--- src/mipsPkg.sv ---
package mipsPkg;

    // ==============================
    // Basic widths
    // ==============================
    typedef logic [31:0] word_t;
    typedef logic [4:0]  regIdx_t;

    // ==============================
    // Instruction encodings
    // ==============================
    localparam logic [5:0] OP_RTYPE = 6'h00;
    localparam logic [5:0] OP_J     = 6'h02;
    localparam logic [5:0] OP_BEQ   = 6'h04;
    localparam logic [5:0] OP_ADDIU = 6'h09;
    localparam logic [5:0] OP_LW    = 6'h23;
    localparam logic [5:0] OP_SW    = 6'h2b;

    // R-type funct field
    localparam logic [5:0] FN_ADDU = 6'h21;
    localparam logic [5:0] FN_SUBU = 6'h23;
    localparam logic [5:0] FN_AND  = 6'h24;
    localparam logic [5:0] FN_OR   = 6'h25;
    localparam logic [5:0] FN_SLT  = 6'h2a;

    // ==============================
    // Control types
    // ==============================
    typedef enum logic [2:0] {
        ALU_ADD,
        ALU_SUB,
        ALU_AND,
        ALU_OR,
        ALU_SLT
    } aluOp_t;

    typedef enum logic [3:0] {
        FETCH, DECODE, MEMADR, MEMRD, MEMWB, MEMWR,
        RTEXEC, ALUWB, ADDIEXEC, BRANCH, JUMP
    } ctrlState_t;

endpackage

--- src/mipsCtrlIf.sv ---
`timescale 1ns/1ps

interface mipsCtrlIf;

    // Controller to datapath
    logic            pcEn;
    logic            branch;
    logic            iorD;
    logic            irWrite;
    logic            regDst;
    logic            memToReg;
    logic            regWrite;
    logic            aluSrcA;
    logic [1:0]      aluSrcB;
    mipsPkg::aluOp_t aluOp;
    logic [1:0]      pcSrc;
    logic            memWrite;

    // Datapath back to controller
    logic [5:0]      opcode;
    logic [5:0]      funct;
    logic            zero;

    modport ctrl (
        output pcEn, branch, iorD, irWrite, regDst, memToReg, regWrite,
               aluSrcA, aluSrcB, aluOp, pcSrc, memWrite,
        input  opcode, funct
    );

    modport dp (
        input  pcEn, branch, iorD, irWrite, regDst, memToReg, regWrite,
               aluSrcA, aluSrcB, aluOp, pcSrc, memWrite,
        output opcode, funct, zero
    );

endinterface

--- src/mipsAlu.sv ---
`timescale 1ns/1ps

module mipsAlu (
    input  mipsPkg::word_t  a,
    input  mipsPkg::word_t  b,
    input  mipsPkg::aluOp_t op,
    output mipsPkg::word_t  y,
    output logic            zero
);

    logic lessThan;

    // Signed compare for slt
    assign lessThan = $signed(a) < $signed(b);

    always_comb begin
        case (op)
            mipsPkg::ALU_SUB: y = a - b;
            mipsPkg::ALU_AND: y = a & b;
            mipsPkg::ALU_OR:  y = a | b;
            mipsPkg::ALU_SLT: y = {31'b0, lessThan};
            default:          y = a + b;
        endcase
    end

    assign zero = (y == '0);

endmodule

--- src/mipsController.sv ---
`timescale 1ns/1ps

module mipsController (
    input  logic   clk,
    input  logic   rst,
    mipsCtrlIf.ctrl ctl
);

    mipsPkg::ctrlState_t state;
    mipsPkg::ctrlState_t stateNext;
    mipsPkg::aluOp_t     rtypeOp;

    // ==============================
    // State register
    // ==============================
    always_ff @(posedge clk) begin
        if (rst) begin
            state <= mipsPkg::FETCH;
        end else begin
            state <= stateNext;
        end
    end

    always_comb begin
        stateNext = mipsPkg::FETCH;
        case (state)
            mipsPkg::FETCH:  stateNext = mipsPkg::DECODE;
            mipsPkg::DECODE: begin
                case (ctl.opcode)
                    mipsPkg::OP_RTYPE: stateNext = mipsPkg::RTEXEC;
                    mipsPkg::OP_LW:    stateNext = mipsPkg::MEMADR;
                    mipsPkg::OP_SW:    stateNext = mipsPkg::MEMADR;
                    mipsPkg::OP_ADDIU: stateNext = mipsPkg::ADDIEXEC;
                    mipsPkg::OP_BEQ:   stateNext = mipsPkg::BRANCH;
                    mipsPkg::OP_J:     stateNext = mipsPkg::JUMP;
                    // Unknown opcode is dropped
                    default:           stateNext = mipsPkg::FETCH;
                endcase
            end
            mipsPkg::MEMADR: begin
                if (ctl.opcode == mipsPkg::OP_LW) begin
                    stateNext = mipsPkg::MEMRD;
                end else begin
                    stateNext = mipsPkg::MEMWR;
                end
            end
            mipsPkg::MEMRD:    stateNext = mipsPkg::MEMWB;
            mipsPkg::RTEXEC:   stateNext = mipsPkg::ALUWB;
            mipsPkg::ADDIEXEC: stateNext = mipsPkg::ALUWB;
            default:           stateNext = mipsPkg::FETCH;
        endcase
    end

    // R-type funct decode, add when unknown
    always_comb begin
        case (ctl.funct)
            mipsPkg::FN_SUBU: rtypeOp = mipsPkg::ALU_SUB;
            mipsPkg::FN_AND:  rtypeOp = mipsPkg::ALU_AND;
            mipsPkg::FN_OR:   rtypeOp = mipsPkg::ALU_OR;
            mipsPkg::FN_SLT:  rtypeOp = mipsPkg::ALU_SLT;
            default:          rtypeOp = mipsPkg::ALU_ADD;
        endcase
    end

    // ==============================
    // Control outputs per state
    // ==============================
    always_comb begin
        ctl.pcEn     = 1'b0;
        ctl.branch   = 1'b0;
        ctl.iorD     = 1'b0;
        ctl.irWrite  = 1'b0;
        ctl.regDst   = 1'b0;
        ctl.memToReg = 1'b0;
        ctl.regWrite = 1'b0;
        ctl.aluSrcA  = 1'b0;
        ctl.aluSrcB  = 2'b00;
        ctl.aluOp    = mipsPkg::ALU_ADD;
        ctl.pcSrc    = 2'b00;
        ctl.memWrite = 1'b0;
        case (state)
            mipsPkg::FETCH: begin
                // PC + 4 written back while the instruction is latched
                ctl.irWrite = 1'b1;
                ctl.pcEn    = 1'b1;
                ctl.aluSrcB = 2'b01;
            end
            // Branch target precomputed into the ALU register
            mipsPkg::DECODE: ctl.aluSrcB = 2'b11;
            mipsPkg::MEMADR: begin
                ctl.aluSrcA = 1'b1;
                ctl.aluSrcB = 2'b10;
            end
            mipsPkg::MEMRD: ctl.iorD = 1'b1;
            mipsPkg::MEMWB: begin
                ctl.memToReg = 1'b1;
                ctl.regWrite = 1'b1;
            end
            mipsPkg::MEMWR: begin
                ctl.iorD     = 1'b1;
                ctl.memWrite = 1'b1;
            end
            mipsPkg::RTEXEC: begin
                ctl.aluSrcA = 1'b1;
                ctl.aluOp   = rtypeOp;
            end
            mipsPkg::ALUWB: begin
                // Shared by R-type and addiu
                ctl.regDst   = (ctl.opcode == mipsPkg::OP_RTYPE);
                ctl.regWrite = 1'b1;
            end
            mipsPkg::ADDIEXEC: begin
                ctl.aluSrcA = 1'b1;
                ctl.aluSrcB = 2'b10;
            end
            mipsPkg::BRANCH: begin
                ctl.aluSrcA = 1'b1;
                ctl.aluOp   = mipsPkg::ALU_SUB;
                ctl.branch  = 1'b1;
                ctl.pcSrc   = 2'b01;
            end
            mipsPkg::JUMP: begin
                ctl.pcEn  = 1'b1;
                ctl.pcSrc = 2'b10;
            end
            default: ;
        endcase
    end

endmodule

--- src/mipsDatapath.sv ---
`timescale 1ns/1ps

module mipsDatapath #(
    parameter mipsPkg::word_t RESET_PC = 32'h0000_0000
) (
    input  logic           clk,
    input  logic           rst,
    mipsCtrlIf.dp          ctl,
    input  mipsPkg::word_t memReadData,
    output mipsPkg::word_t memAddr,
    output mipsPkg::word_t memWriteData,
    output logic           memWrite
);

    mipsPkg::word_t  pc;
    mipsPkg::word_t  pcNext;
    mipsPkg::word_t  ir;
    mipsPkg::word_t  mdr;
    mipsPkg::word_t  aReg;
    mipsPkg::word_t  bReg;
    mipsPkg::word_t  aluOut;
    mipsPkg::word_t  rd1;
    mipsPkg::word_t  rd2;
    mipsPkg::word_t  srcA;
    mipsPkg::word_t  srcB;
    mipsPkg::word_t  aluResult;
    mipsPkg::word_t  signImm;
    mipsPkg::word_t  signImmSh;
    mipsPkg::word_t  jumpTarget;
    mipsPkg::word_t  writeData;
    mipsPkg::regIdx_t writeReg;
    logic            aluZero;
    logic            pcWrite;

    // ==============================
    // Program counter
    // ==============================
    assign pcWrite = ctl.pcEn | (ctl.branch & ctl.zero);

    always_ff @(posedge clk) begin
        if (rst) begin
            pc <= RESET_PC;
        end else if (pcWrite) begin
            pc <= pcNext;
        end
    end

    // Upper PC bits come from the already incremented PC
    assign jumpTarget = {pc[31:28], ir[25:0], 2'b00};

    always_comb begin
        case (ctl.pcSrc)
            2'b01:   pcNext = aluOut;
            2'b10:   pcNext = jumpTarget;
            default: pcNext = aluResult;
        endcase
    end

    // ==============================
    // Non-architectural registers
    // ==============================
    always_ff @(posedge clk) begin
        if (ctl.irWrite) begin
            ir <= memReadData;
        end
        mdr    <= memReadData;
        aReg   <= rd1;
        bReg   <= rd2;
        aluOut <= aluResult;
    end

    assign ctl.opcode = ir[31:26];
    assign ctl.funct  = ir[5:0];

    // Memory port
    assign memAddr      = ctl.iorD ? aluOut : pc;
    assign memWriteData = bReg;
    assign memWrite     = ctl.memWrite;

    // Register file write side
    assign writeReg  = ctl.regDst ? ir[15:11] : ir[20:16];
    assign writeData = ctl.memToReg ? mdr : aluOut;

    mipsRegFile u_regFile (
        .clk (clk),
        .rst (rst),
        .ra1 (ir[25:21]),
        .ra2 (ir[20:16]),
        .wa  (writeReg),
        .we  (ctl.regWrite),
        .wd  (writeData),
        .rd1 (rd1),
        .rd2 (rd2)
    );

    // Immediate and operand selection
    assign signImm   = {{16{ir[15]}}, ir[15:0]};
    assign signImmSh = {signImm[29:0], 2'b00};
    assign srcA      = ctl.aluSrcA ? aReg : pc;

    always_comb begin
        case (ctl.aluSrcB)
            2'b00:   srcB = bReg;
            2'b01:   srcB = 32'd4;
            2'b10:   srcB = signImm;
            default: srcB = signImmSh;
        endcase
    end

    mipsAlu u_alu (
        .a    (srcA),
        .b    (srcB),
        .op   (ctl.aluOp),
        .y    (aluResult),
        .zero (aluZero)
    );

    assign ctl.zero = aluZero;

endmodule

--- src/mipsRegFile.sv ---
`timescale 1ns/1ps

module mipsRegFile (
    input  logic             clk,
    input  logic             rst,
    input  mipsPkg::regIdx_t ra1,
    input  mipsPkg::regIdx_t ra2,
    input  mipsPkg::regIdx_t wa,
    input  logic             we,
    input  mipsPkg::word_t   wd,
    output mipsPkg::word_t   rd1,
    output mipsPkg::word_t   rd2
);

    mipsPkg::word_t regs [32];

    always_ff @(posedge clk) begin
        if (rst) begin
            for (int i = 0; i < 32; i++) begin
                regs[i] <= '0;
            end
        end else if (we && (wa != '0)) begin
            regs[wa] <= wd;
        end
    end

    // Register zero is hardwired
    assign rd1 = (ra1 == '0) ? '0 : regs[ra1];
    assign rd2 = (ra2 == '0) ? '0 : regs[ra2];

endmodule

--- src/mipsTop.sv ---
`timescale 1ns/1ps

module mipsTop #(
    parameter mipsPkg::word_t RESET_PC = 32'h0000_0000
) (
    input  logic           clk,
    input  logic           rst,
    input  mipsPkg::word_t memReadData,
    output mipsPkg::word_t memAddr,
    output mipsPkg::word_t memWriteData,
    output logic           memWrite
);

    // Control bundle between FSM and datapath
    mipsCtrlIf ctlBus ();

    mipsController u_controller (
        .clk (clk),
        .rst (rst),
        .ctl (ctlBus.ctrl)
    );

    mipsDatapath #(
        .RESET_PC (RESET_PC)
    ) u_datapath (
        .clk          (clk),
        .rst          (rst),
        .ctl          (ctlBus.dp),
        .memReadData  (memReadData),
        .memAddr      (memAddr),
        .memWriteData (memWriteData),
        .memWrite     (memWrite)
    );

endmodule

--- config.mk ---
export PLATFORM = sky130hd
export DESIGN_NAME = mipsTop
export DESIGN_NICKNAME = d
export VERILOG_FILES = /design/src/mipsPkg.sv /design/src/mipsCtrlIf.sv /design/src/mipsAlu.sv /design/src/mipsController.sv /design/src/mipsDatapath.sv /design/src/mipsRegFile.sv /design/src/mipsTop.sv
export SDC_FILE = /design/constraint.sdc
export NUM_CORES = 2
export LEC_CHECK = 0
export BUFFER_PORTS_ARGS = -buffer_cell sky130_fd_sc_hd__buf_2
export CAP_MARGIN = 20
export CORE_ASPECT_RATIO = 0.5
export CORE_MARGIN = 10
export CORE_UTILIZATION = 30
export CTS_CLUSTER_DIAMETER = 30
export CTS_CLUSTER_SIZE = 12
export DETAILED_ROUTE_END_ITERATION = 10
export MAX_ROUTING_LAYER = met4
export SLEW_MARGIN = 10
export SYNTH_ARGS = -nofsm -noshare
export SYNTH_HDL_FRONTEND = slang
export SYNTH_SLANG_ARGS = --single-unit
--- constraint.sdc ---
create_clock -name clk -period 8.05 [get_ports clk]
set_clock_uncertainty 0.15 [all_clocks]
set_input_delay 0.4025 -clock clk [delete_from_list [all_inputs] [get_ports clk]]
set_output_delay 0.4025 -clock clk [all_outputs]
set_load 0.05 [all_outputs]
After elaboration in Yosys (flattened, before gate mapping)
Memories as Yosys holds them, arrays and structs flattened. A register that Yosys moved wholly into a read port is not among the register bits.
Cells that the tools add are included.
{"block": "classes", "add_sub_neg": 2, "order_cmp": 1, "eq_ne": 27, "n_mux": 31, "bitwise_logic": 5, "n_reduce_logical": 17}
{"operator": "$mux 32", "count": 4}
{"operator": "$pmux 32 s4", "count": 1}
{"operator": "$pmux 32 s3", "count": 1}
{"operator": "$pmux 32 s2", "count": 1}
{"operator": "$pmux 4 s5", "count": 2}
{"operator": "$eq 6x6->1 const B", "count": 6}
{"operator": "$add 32x32->32", "count": 1}
{"operator": "$and 32x32->32", "count": 1}
{"operator": "$logic_not 32->1", "count": 1}
{"operator": "$lt 32x32->1", "count": 1}
{"operator": "$or 32x32->32", "count": 1}
{"operator": "$reduce_or 32->1", "count": 1}
{"operator": "$sub 32x32->32", "count": 1}
{"operator": "$eq 4x3->1 const B", "count": 4}
{"operator": "$mux 1", "count": 15}
{"operator": "$eq 4x4->1 const B", "count": 3}
{"operator": "$pmux 3 s4", "count": 1}
{"operator": "$reduce_or 2->1", "count": 6}
{"operator": "$logic_not 5->1", "count": 2}
{"operator": "$mux 5", "count": 2}
{"operator": "$eq 4x2->1 const B", "count": 2}
{"operator": "$eq 3x2->1 const B", "count": 2}
{"operator": "$eq 6x2->1 const B", "count": 1}
{"operator": "$eq 6x3->1 const B", "count": 1}
{"operator": "20 further kinds", "count": 22}
{"block": "word_totals", "register_bits": 132, "mem_bits_rw": 1024, "in_bits": 34, "output_inout_bits": 65, "elab_cells": 90, "mem_count": 1}
{"memory": "u_datapath.u_regFile.regs", "words": 32, "word_bits": 32, "rd": 2, "rd_ports_with_merged_regs": 2, "wr": 32, "line_no": "mipsRegFile.sv:15", "source": "mipsPkg::word_t regs [32];"}

Depth between registers and ports, before layout
{"block": "depth", "ltp_word": 11, "depth_mapped": 24, "ltp_nobuf": 21}

Cells and area by module
From an unflattened synthesis, not the netlist that was laid out.
{"block": "unflattened", "hier_cells": 4962, "area_unflattened_um2": 67394.6}
{"module": "mipsRegFile", "instances": 1, "cells_per_inst": 3502, "area_each_um2": 54253.3, "seq_area_each_um2": 30749.5}
{"module": "mipsDatapath", "instances": 1, "cells_per_inst": 559, "area_each_um2": 7149.4, "seq_area_each_um2": 4164.0}
{"module": "mipsAlu", "instances": 1, "cells_per_inst": 835, "area_each_um2": 5521.5, "seq_area_each_um2": 0.0}
{"module": "mipsController", "instances": 1, "cells_per_inst": 66, "area_each_um2": 470.5, "seq_area_each_um2": 80.1}

Worst setup path before layout
No wires, ideal clock.
{"block": "synth_timing", "path_type": "register to register", "from": "register u_controller.state[2]", "to": "register u_datapath.pc[31]", "setup_time_ns": 0.086, "arrival_time_ns": 5.986, "required_time_ns": 7.814, "slack_ns": 1.828, "stages_incl_launch_ff": 24, "path_buffers": 2, "period_less_slack_ns": 6.222, "cell_sequence": "dfxtp_1 -> clkbuf_1 -> inv_1 -> nand2_1 -> nor2_1 -> a21oi_1 -> clkbuf_1 -> mux2_2 -> inv_1 -> ha_1 -> inv_1 -> fa_1 -> nor2b_1 -> o311ai_4 -> a211oi_1 -> or4_4 -> a21oi_2 -> o31ai_1 -> mux2_4 -> a311o_1 -> or4_4 -> or4_4 -> a21o_4 -> a221oi_2"}
{"block": "synth_between", "elab_chain_len": 11, "word_cells_on_any_way": 39, "classes_between": "2 x add/sub; 1 x order compare; 14 x eq/ne; 10 x mux; 5 x bitwise; 7 x reduce/logical"}
{"item": "start, declared", "line_no": "mipsController.sv:9", "source": "mipsPkg::ctrlState_t state;"}
{"item": "start signal, assigned", "line_no": "mipsController.sv:18", "source": "state <= mipsPkg::FETCH;"}
{"item": "start signal, assigned", "line_no": "mipsController.sv:20", "source": "state <= stateNext;"}
{"item": "$eq 4x2->1 / $eq 4x4->1 (equally long branches)", "line_no": "mipsController.sv:81", "source": "case (state)"}
{"item": "$reduce_or 2->1 (no source line)"}
{"item": "$pmux 2 s3", "line_no": "mipsController.sv:81"}
{"item": "$eq 2x2->1 (tied with other cells)", "line_no": "mipsDatapath.sv:102", "source": "case (ctl.aluSrcB)"}
{"item": "$pmux 32 s3", "line_no": "mipsDatapath.sv:102"}
{"item": "$add 32x32->32 (tied with other cells)", "line_no": "mipsAlu.sv:22", "source": "default: y = a + b;"}
{"item": "$pmux 32 s4 (*)", "line_no": "mipsAlu.sv:17", "source": "case (op)"}
{"item": "named net u_datapath.aluResult[28]", "line_no": "mipsDatapath.sv:26", "source": "mipsPkg::word_t aluResult;"}
{"item": "$logic_not 32->1 (*)", "line_no": "mipsAlu.sv:26", "source": "assign zero = (y == '0);"}
{"item": "$and 1x1->1 (*)", "line_no": "mipsDatapath.sv:38", "source": "assign pcWrite = ctl.pcEn | (ctl.branch & ctl.zero);"}
{"item": "$or 1x1->1 (*)", "line_no": "mipsDatapath.sv:38"}
{"item": "$reduce_and 2->1 (no source line) (*)"}
{"item": "end signal, assigned", "line_no": "mipsDatapath.sv:44", "source": "pc <= pcNext;"}
{"item": "end, declared", "line_no": "mipsDatapath.sv:15", "source": "mipsPkg::word_t pc;"}
Mark *: on every way through the listed nets, which the timed path passes. The rest lies on a longest branch.
A chain may end at the register's enable or synchronous reset.

Worst setup path after layout
{"block": "layout_timing", "from": "register u_controller.state[1]", "to": "register u_datapath.pc[5]"}
{"block": "layout_between", "elab_chain_len": 10, "word_cells_on_any_way": 37, "classes_between": "2 x add/sub; 1 x order compare; 14 x eq/ne; 10 x mux; 4 x bitwise; 6 x reduce/logical"}
{"item": "$eq 4x2->1 / $eq 4x4->1 (equally long branches)", "line_no": "mipsController.sv:81"}
{"item": "$reduce_or 2->1 (no source line)"}
{"item": "$pmux 2 s3", "line_no": "mipsController.sv:81"}
{"item": "$eq 2x2->1 (tied with other cells)", "line_no": "mipsDatapath.sv:102"}
{"item": "$pmux 32 s3", "line_no": "mipsDatapath.sv:102"}
{"item": "$add 32x32->32 (tied with other cells)", "line_no": "mipsAlu.sv:22"}
{"item": "$pmux 32 s4 (*)", "line_no": "mipsAlu.sv:17"}
{"item": "named net u_datapath.aluResult[28]", "line_no": "mipsDatapath.sv:26"}
{"item": "$logic_not 32->1 (*)", "line_no": "mipsAlu.sv:26"}
{"item": "$and 1x1->1 (*)", "line_no": "mipsDatapath.sv:38"}
{"item": "$or 1x1->1 (*)", "line_no": "mipsDatapath.sv:38"}
Marked as above.

==> results by group <==
Clock network
  • Clock slew at reported path FFs: 50 ps
  • Sink Count: 1,220
  • Clock buffer count from CTS: 284
  • Worst-case clock buffer depth: 4
  • Setup repair bufs after CTS: 0
  • CTS tree: built
  • Root Buffer: clkbuf_16
  • Worst-Skew Late Latency: between 800 and 900 ps
  • H-tree levels: 5

Synth
  • Most common library cells after synthesis: nor2_1 (1,257), edfxtp_1 (1,056), mux4_2 (553)
  • Ys Warns: 0
  • Synth top area cells: edfxtp_1 (49%), mux4_2 (19%), nor2_1 (7.3%), dfxtp_1 (5.1%), mux2i_1 (2.9%)
  • Post-synth top area share: 0.489
  • Main flop type after synthesis: edfxtp_1
  • Seq/Total Area, Yosys: 0.540
  • Synth cell types: 94
  • Avg Inst Size Synth: approximately 13 sq um
  • Cell Area, Synth: 0.0648 sq mm
  • Mapped Cells: 5,027
  • Synth Register Bits: approximately 1,200
  • Synth area leader: edfxtp_1
  • Post-synth EDFFs: ~1,100
  • Cell with the most instances after synthesis: nor2_1
  • FFs w/ async S/R, synth: 0

Route
  • Pre-antenna DRT Iters: 8
  • DR vias/cell: 5.72
  • DRC: 0
  • Routed Antenna Nets: 0
  • Via count: around 47,000
  • Routed WL per cell: between 20 and 30 microns
  • Iteration-0 DRC count of the detailed router: 6,472
  • Post-Route WL: ~230,000 microns

Cells and area
  • Fin cells: ~8,000
  • Storage element area: 0.0350 sq mm
  • Area of the multi-input gates: 0.0283 sq mm
  • Synth-to-Final Area Change: 21.9%
  • Layout cells sized above 1: 0.266
  • Fin nets: 5,282
  • Fillers: between 20,000 and 25,000
  • Fin area: 0.0790 sq mm
  • Final core utilization: 0.369

Place
  • Area after DPL: 0.0689 sq mm
  • Placed cell count: 7,670
  • GPL Wtd Cong: around 0.88
  • DP Wirelength: 141,000 microns
  • Port Buffers: 98
  • Worst slack at placement: 1090 ps

Pwr
  • VDD IR max: 205 uV
  • Lkg Pwr: roughly 28 nW
  • Total chip power: 23.3 mW
  • Pwr Density: 295 mW/mm^2

Worst hold path
  • Hold Crit Start: memReadData[24]
  • Hold Path Cell Cnt: 2
  • Hold Path Class: input pin to flip-flop
  • Hold path endpoint: u_datapath.mdr[24]

Critical path
  • Worst r2r dst: u_datapath.pc[5]
  • Reg2Reg Depth: 19
  • CP Max Fanout: 23
  • Crit Reg-Reg Startpoint: u_controller.state[1]
  • CP Data Required Time: between 8000 and 9000 ps
  • Worst setup SP type: flip-flop
  • CP endpoint kind: flip-flop
  • R2r setup slk: 940 ps
  • Crit Path Class: flip-flop to flip-flop
  • Data arrival, critical path: between 7000 and 8000 ps

Timing
  • Final WS setup: 941 ps
  • Slew of the pin with the lowest slew margin: 1170 ps
  • Fmax: 141 MHz
  • Min Tclk post-route: 7110 ps
  • Setup_tns: 0 ps
  • Final slew viol count: 0
  • Crit share post-route: 0.883
  • Tightest hold margin: 47.5 ps
  • Slew margin rel.: 0.219
  • Final Hold Viols: 0
  • RSZ-0062 raised after global routing: false
  • # setup viols final: 0

Die
  • Die footprint: 0.236 sq mm
  • Die height: 349 microns
  • Initial Util: 0.302
  • Die width: just under 700 microns
  • Core ar.: 0.214 sq mm
  • # IOs: between 90 and 100
  • Rows: 120

Global route
  • Initial antenna violation count: 6
  • First-pass GRT wire length: 332,000 microns
  • Vias in the first global route: 46,259
  • Pin count of the biggest net entering global routing: 122
  • GRT Overall Usage: 0.196
  • Grt ovf: 0

Outcome
  • Outcome: finished clean

Run
  • MaxCap Viol Count: 0
layer usage:
layer,up-vias,GRT usage,part of all wire
li1,19342,-,-
met2,3233,0.304,0.46
met1,23857,0.242,0.37
met4,0,0.0931,0.050
met5,-,-,0
met3,672,0.0472,0.12
worst max-delay path: stages (launching register included):
cell      delay, ps
dfxtp_1         700
nand2b_1        220
nor3_2          110
buf_4           210
a222oi_1        530
inv_1           110
ha_1            520
nor4_1          580
nand2_1         110
a211oi_1        530
or4_4           260
a21oi_2          60
o31ai_1         270
mux2_4          330
a311o_1         370
or4_4           590
or4_4           550
nand2_1         250
buf_4           330
o21ai_0         150
repair_timing:
action | 4_1_cts | 5_1_grt
endpoints found under the setup margin | 0 | 0
resized for setup | 0 | 0
hold buffers | 33 | 0
hold endpoints to repair | 75 | 0
report_power, final:
| part | leakage [nW] | internal (mW) | switching (mW) |
|---|---|---|---|
| clock | 4.43 | 7.49 | 3.48 |
| combinational | 11.4 | 1.64 | 3.00 |
| sequential | 12.2 | 7.26 | 0.447 |
| total | 28.1 | 16.4 | 6.92 |
logic make-up (layout without fill, tap and decap cells):
group	after synthesis	count (layout)	share of synthesized area
AO/OA/AOI/OAI	644	644	0.0654
XOR/XNOR	18	18	0.00243
adder cells (fa/ha/maj)	101	101	0.0197
buffers and inverters	587	880	0.0350
flip-flops	1220	1220	0.540
multiplexers	803	803	0.232
other	1	42	0.0000579
AND/OR/NAND/NOR	1653	1653	0.106
sequential cells by signal, indices dropped and copies added, names as in the netlist:
| signal | count |
|---|---|
| u_datapath.ir | 32 |
| u_datapath.u_regFile.regs | 1024 |
| u_datapath.aluOut | 32 |
| u_datapath.mdr | 32 |
| u_datapath.aReg | 32 |
| u_controller.state | 4 |
| u_datapath.pc | 32 |
| u_datapath.memWriteData | 32 |
final cells by class:
cell class,instances,area share
Antenna cell,10,0.000317
Sequential cell,1220,0.443
Clock inverter,143,0.0188
Tap cell,2867,0.0454
Inverter,110,0.00522
Timing Repair Buffer,280,0.0331
Clock buffer,347,0.0962
Multi-Input combinational cell,3251,0.358
layout by cell type (no fill, tap or decap), types with 17 or more instances in the layout:
master and n:
a211oi_1 30, a21oi_1 180, a22oi_1 33, a31oi_1 22, buf_16 26, buf_2 97, buf_4 111, bufinv_16 27
clkbuf_1 45, clkbuf_16 291, clkinv_1 38, clkinv_2 43, conb_1 32, dfxtp_1 164, dlygate4sd3_1 33, edfxtp_1 1056
ha_1 98, inv_1 104, mux2_2 64, mux2i_1 153, mux2i_4 32, mux4_2 553, nand2_1 111, nand2_2 31
nand2b_1 38, nand2b_2 29, nor2_1 1256, nor2b_1 17, nor3_1 56, o211ai_1 24, o21ai_0 130, o221ai_1 39
o22ai_1 36, o31ai_1 17
how the worst max path moves through the flow:
stage | start | end | slack (ps) | cells past startpoint
final | u_controller.state[1] | u_datapath.pc[5] | 940 | 19
after global routing | u_controller.state[1] | u_datapath.pc[5] | 490 | 19
after CTS | u_controller.state[2] | u_datapath.pc[5] | 1040 | 20
after global placement | u_controller.state[1] | u_datapath.pc[1] | 1190 | 19
after detailed placement | u_controller.state[1] | u_datapath.pc[1] | 1090 | 19
after floorplan | u_controller.state[2] | u_datapath.pc[31] | 1830 | 23
Note: power is estimated with default switching activity, not from simulation.
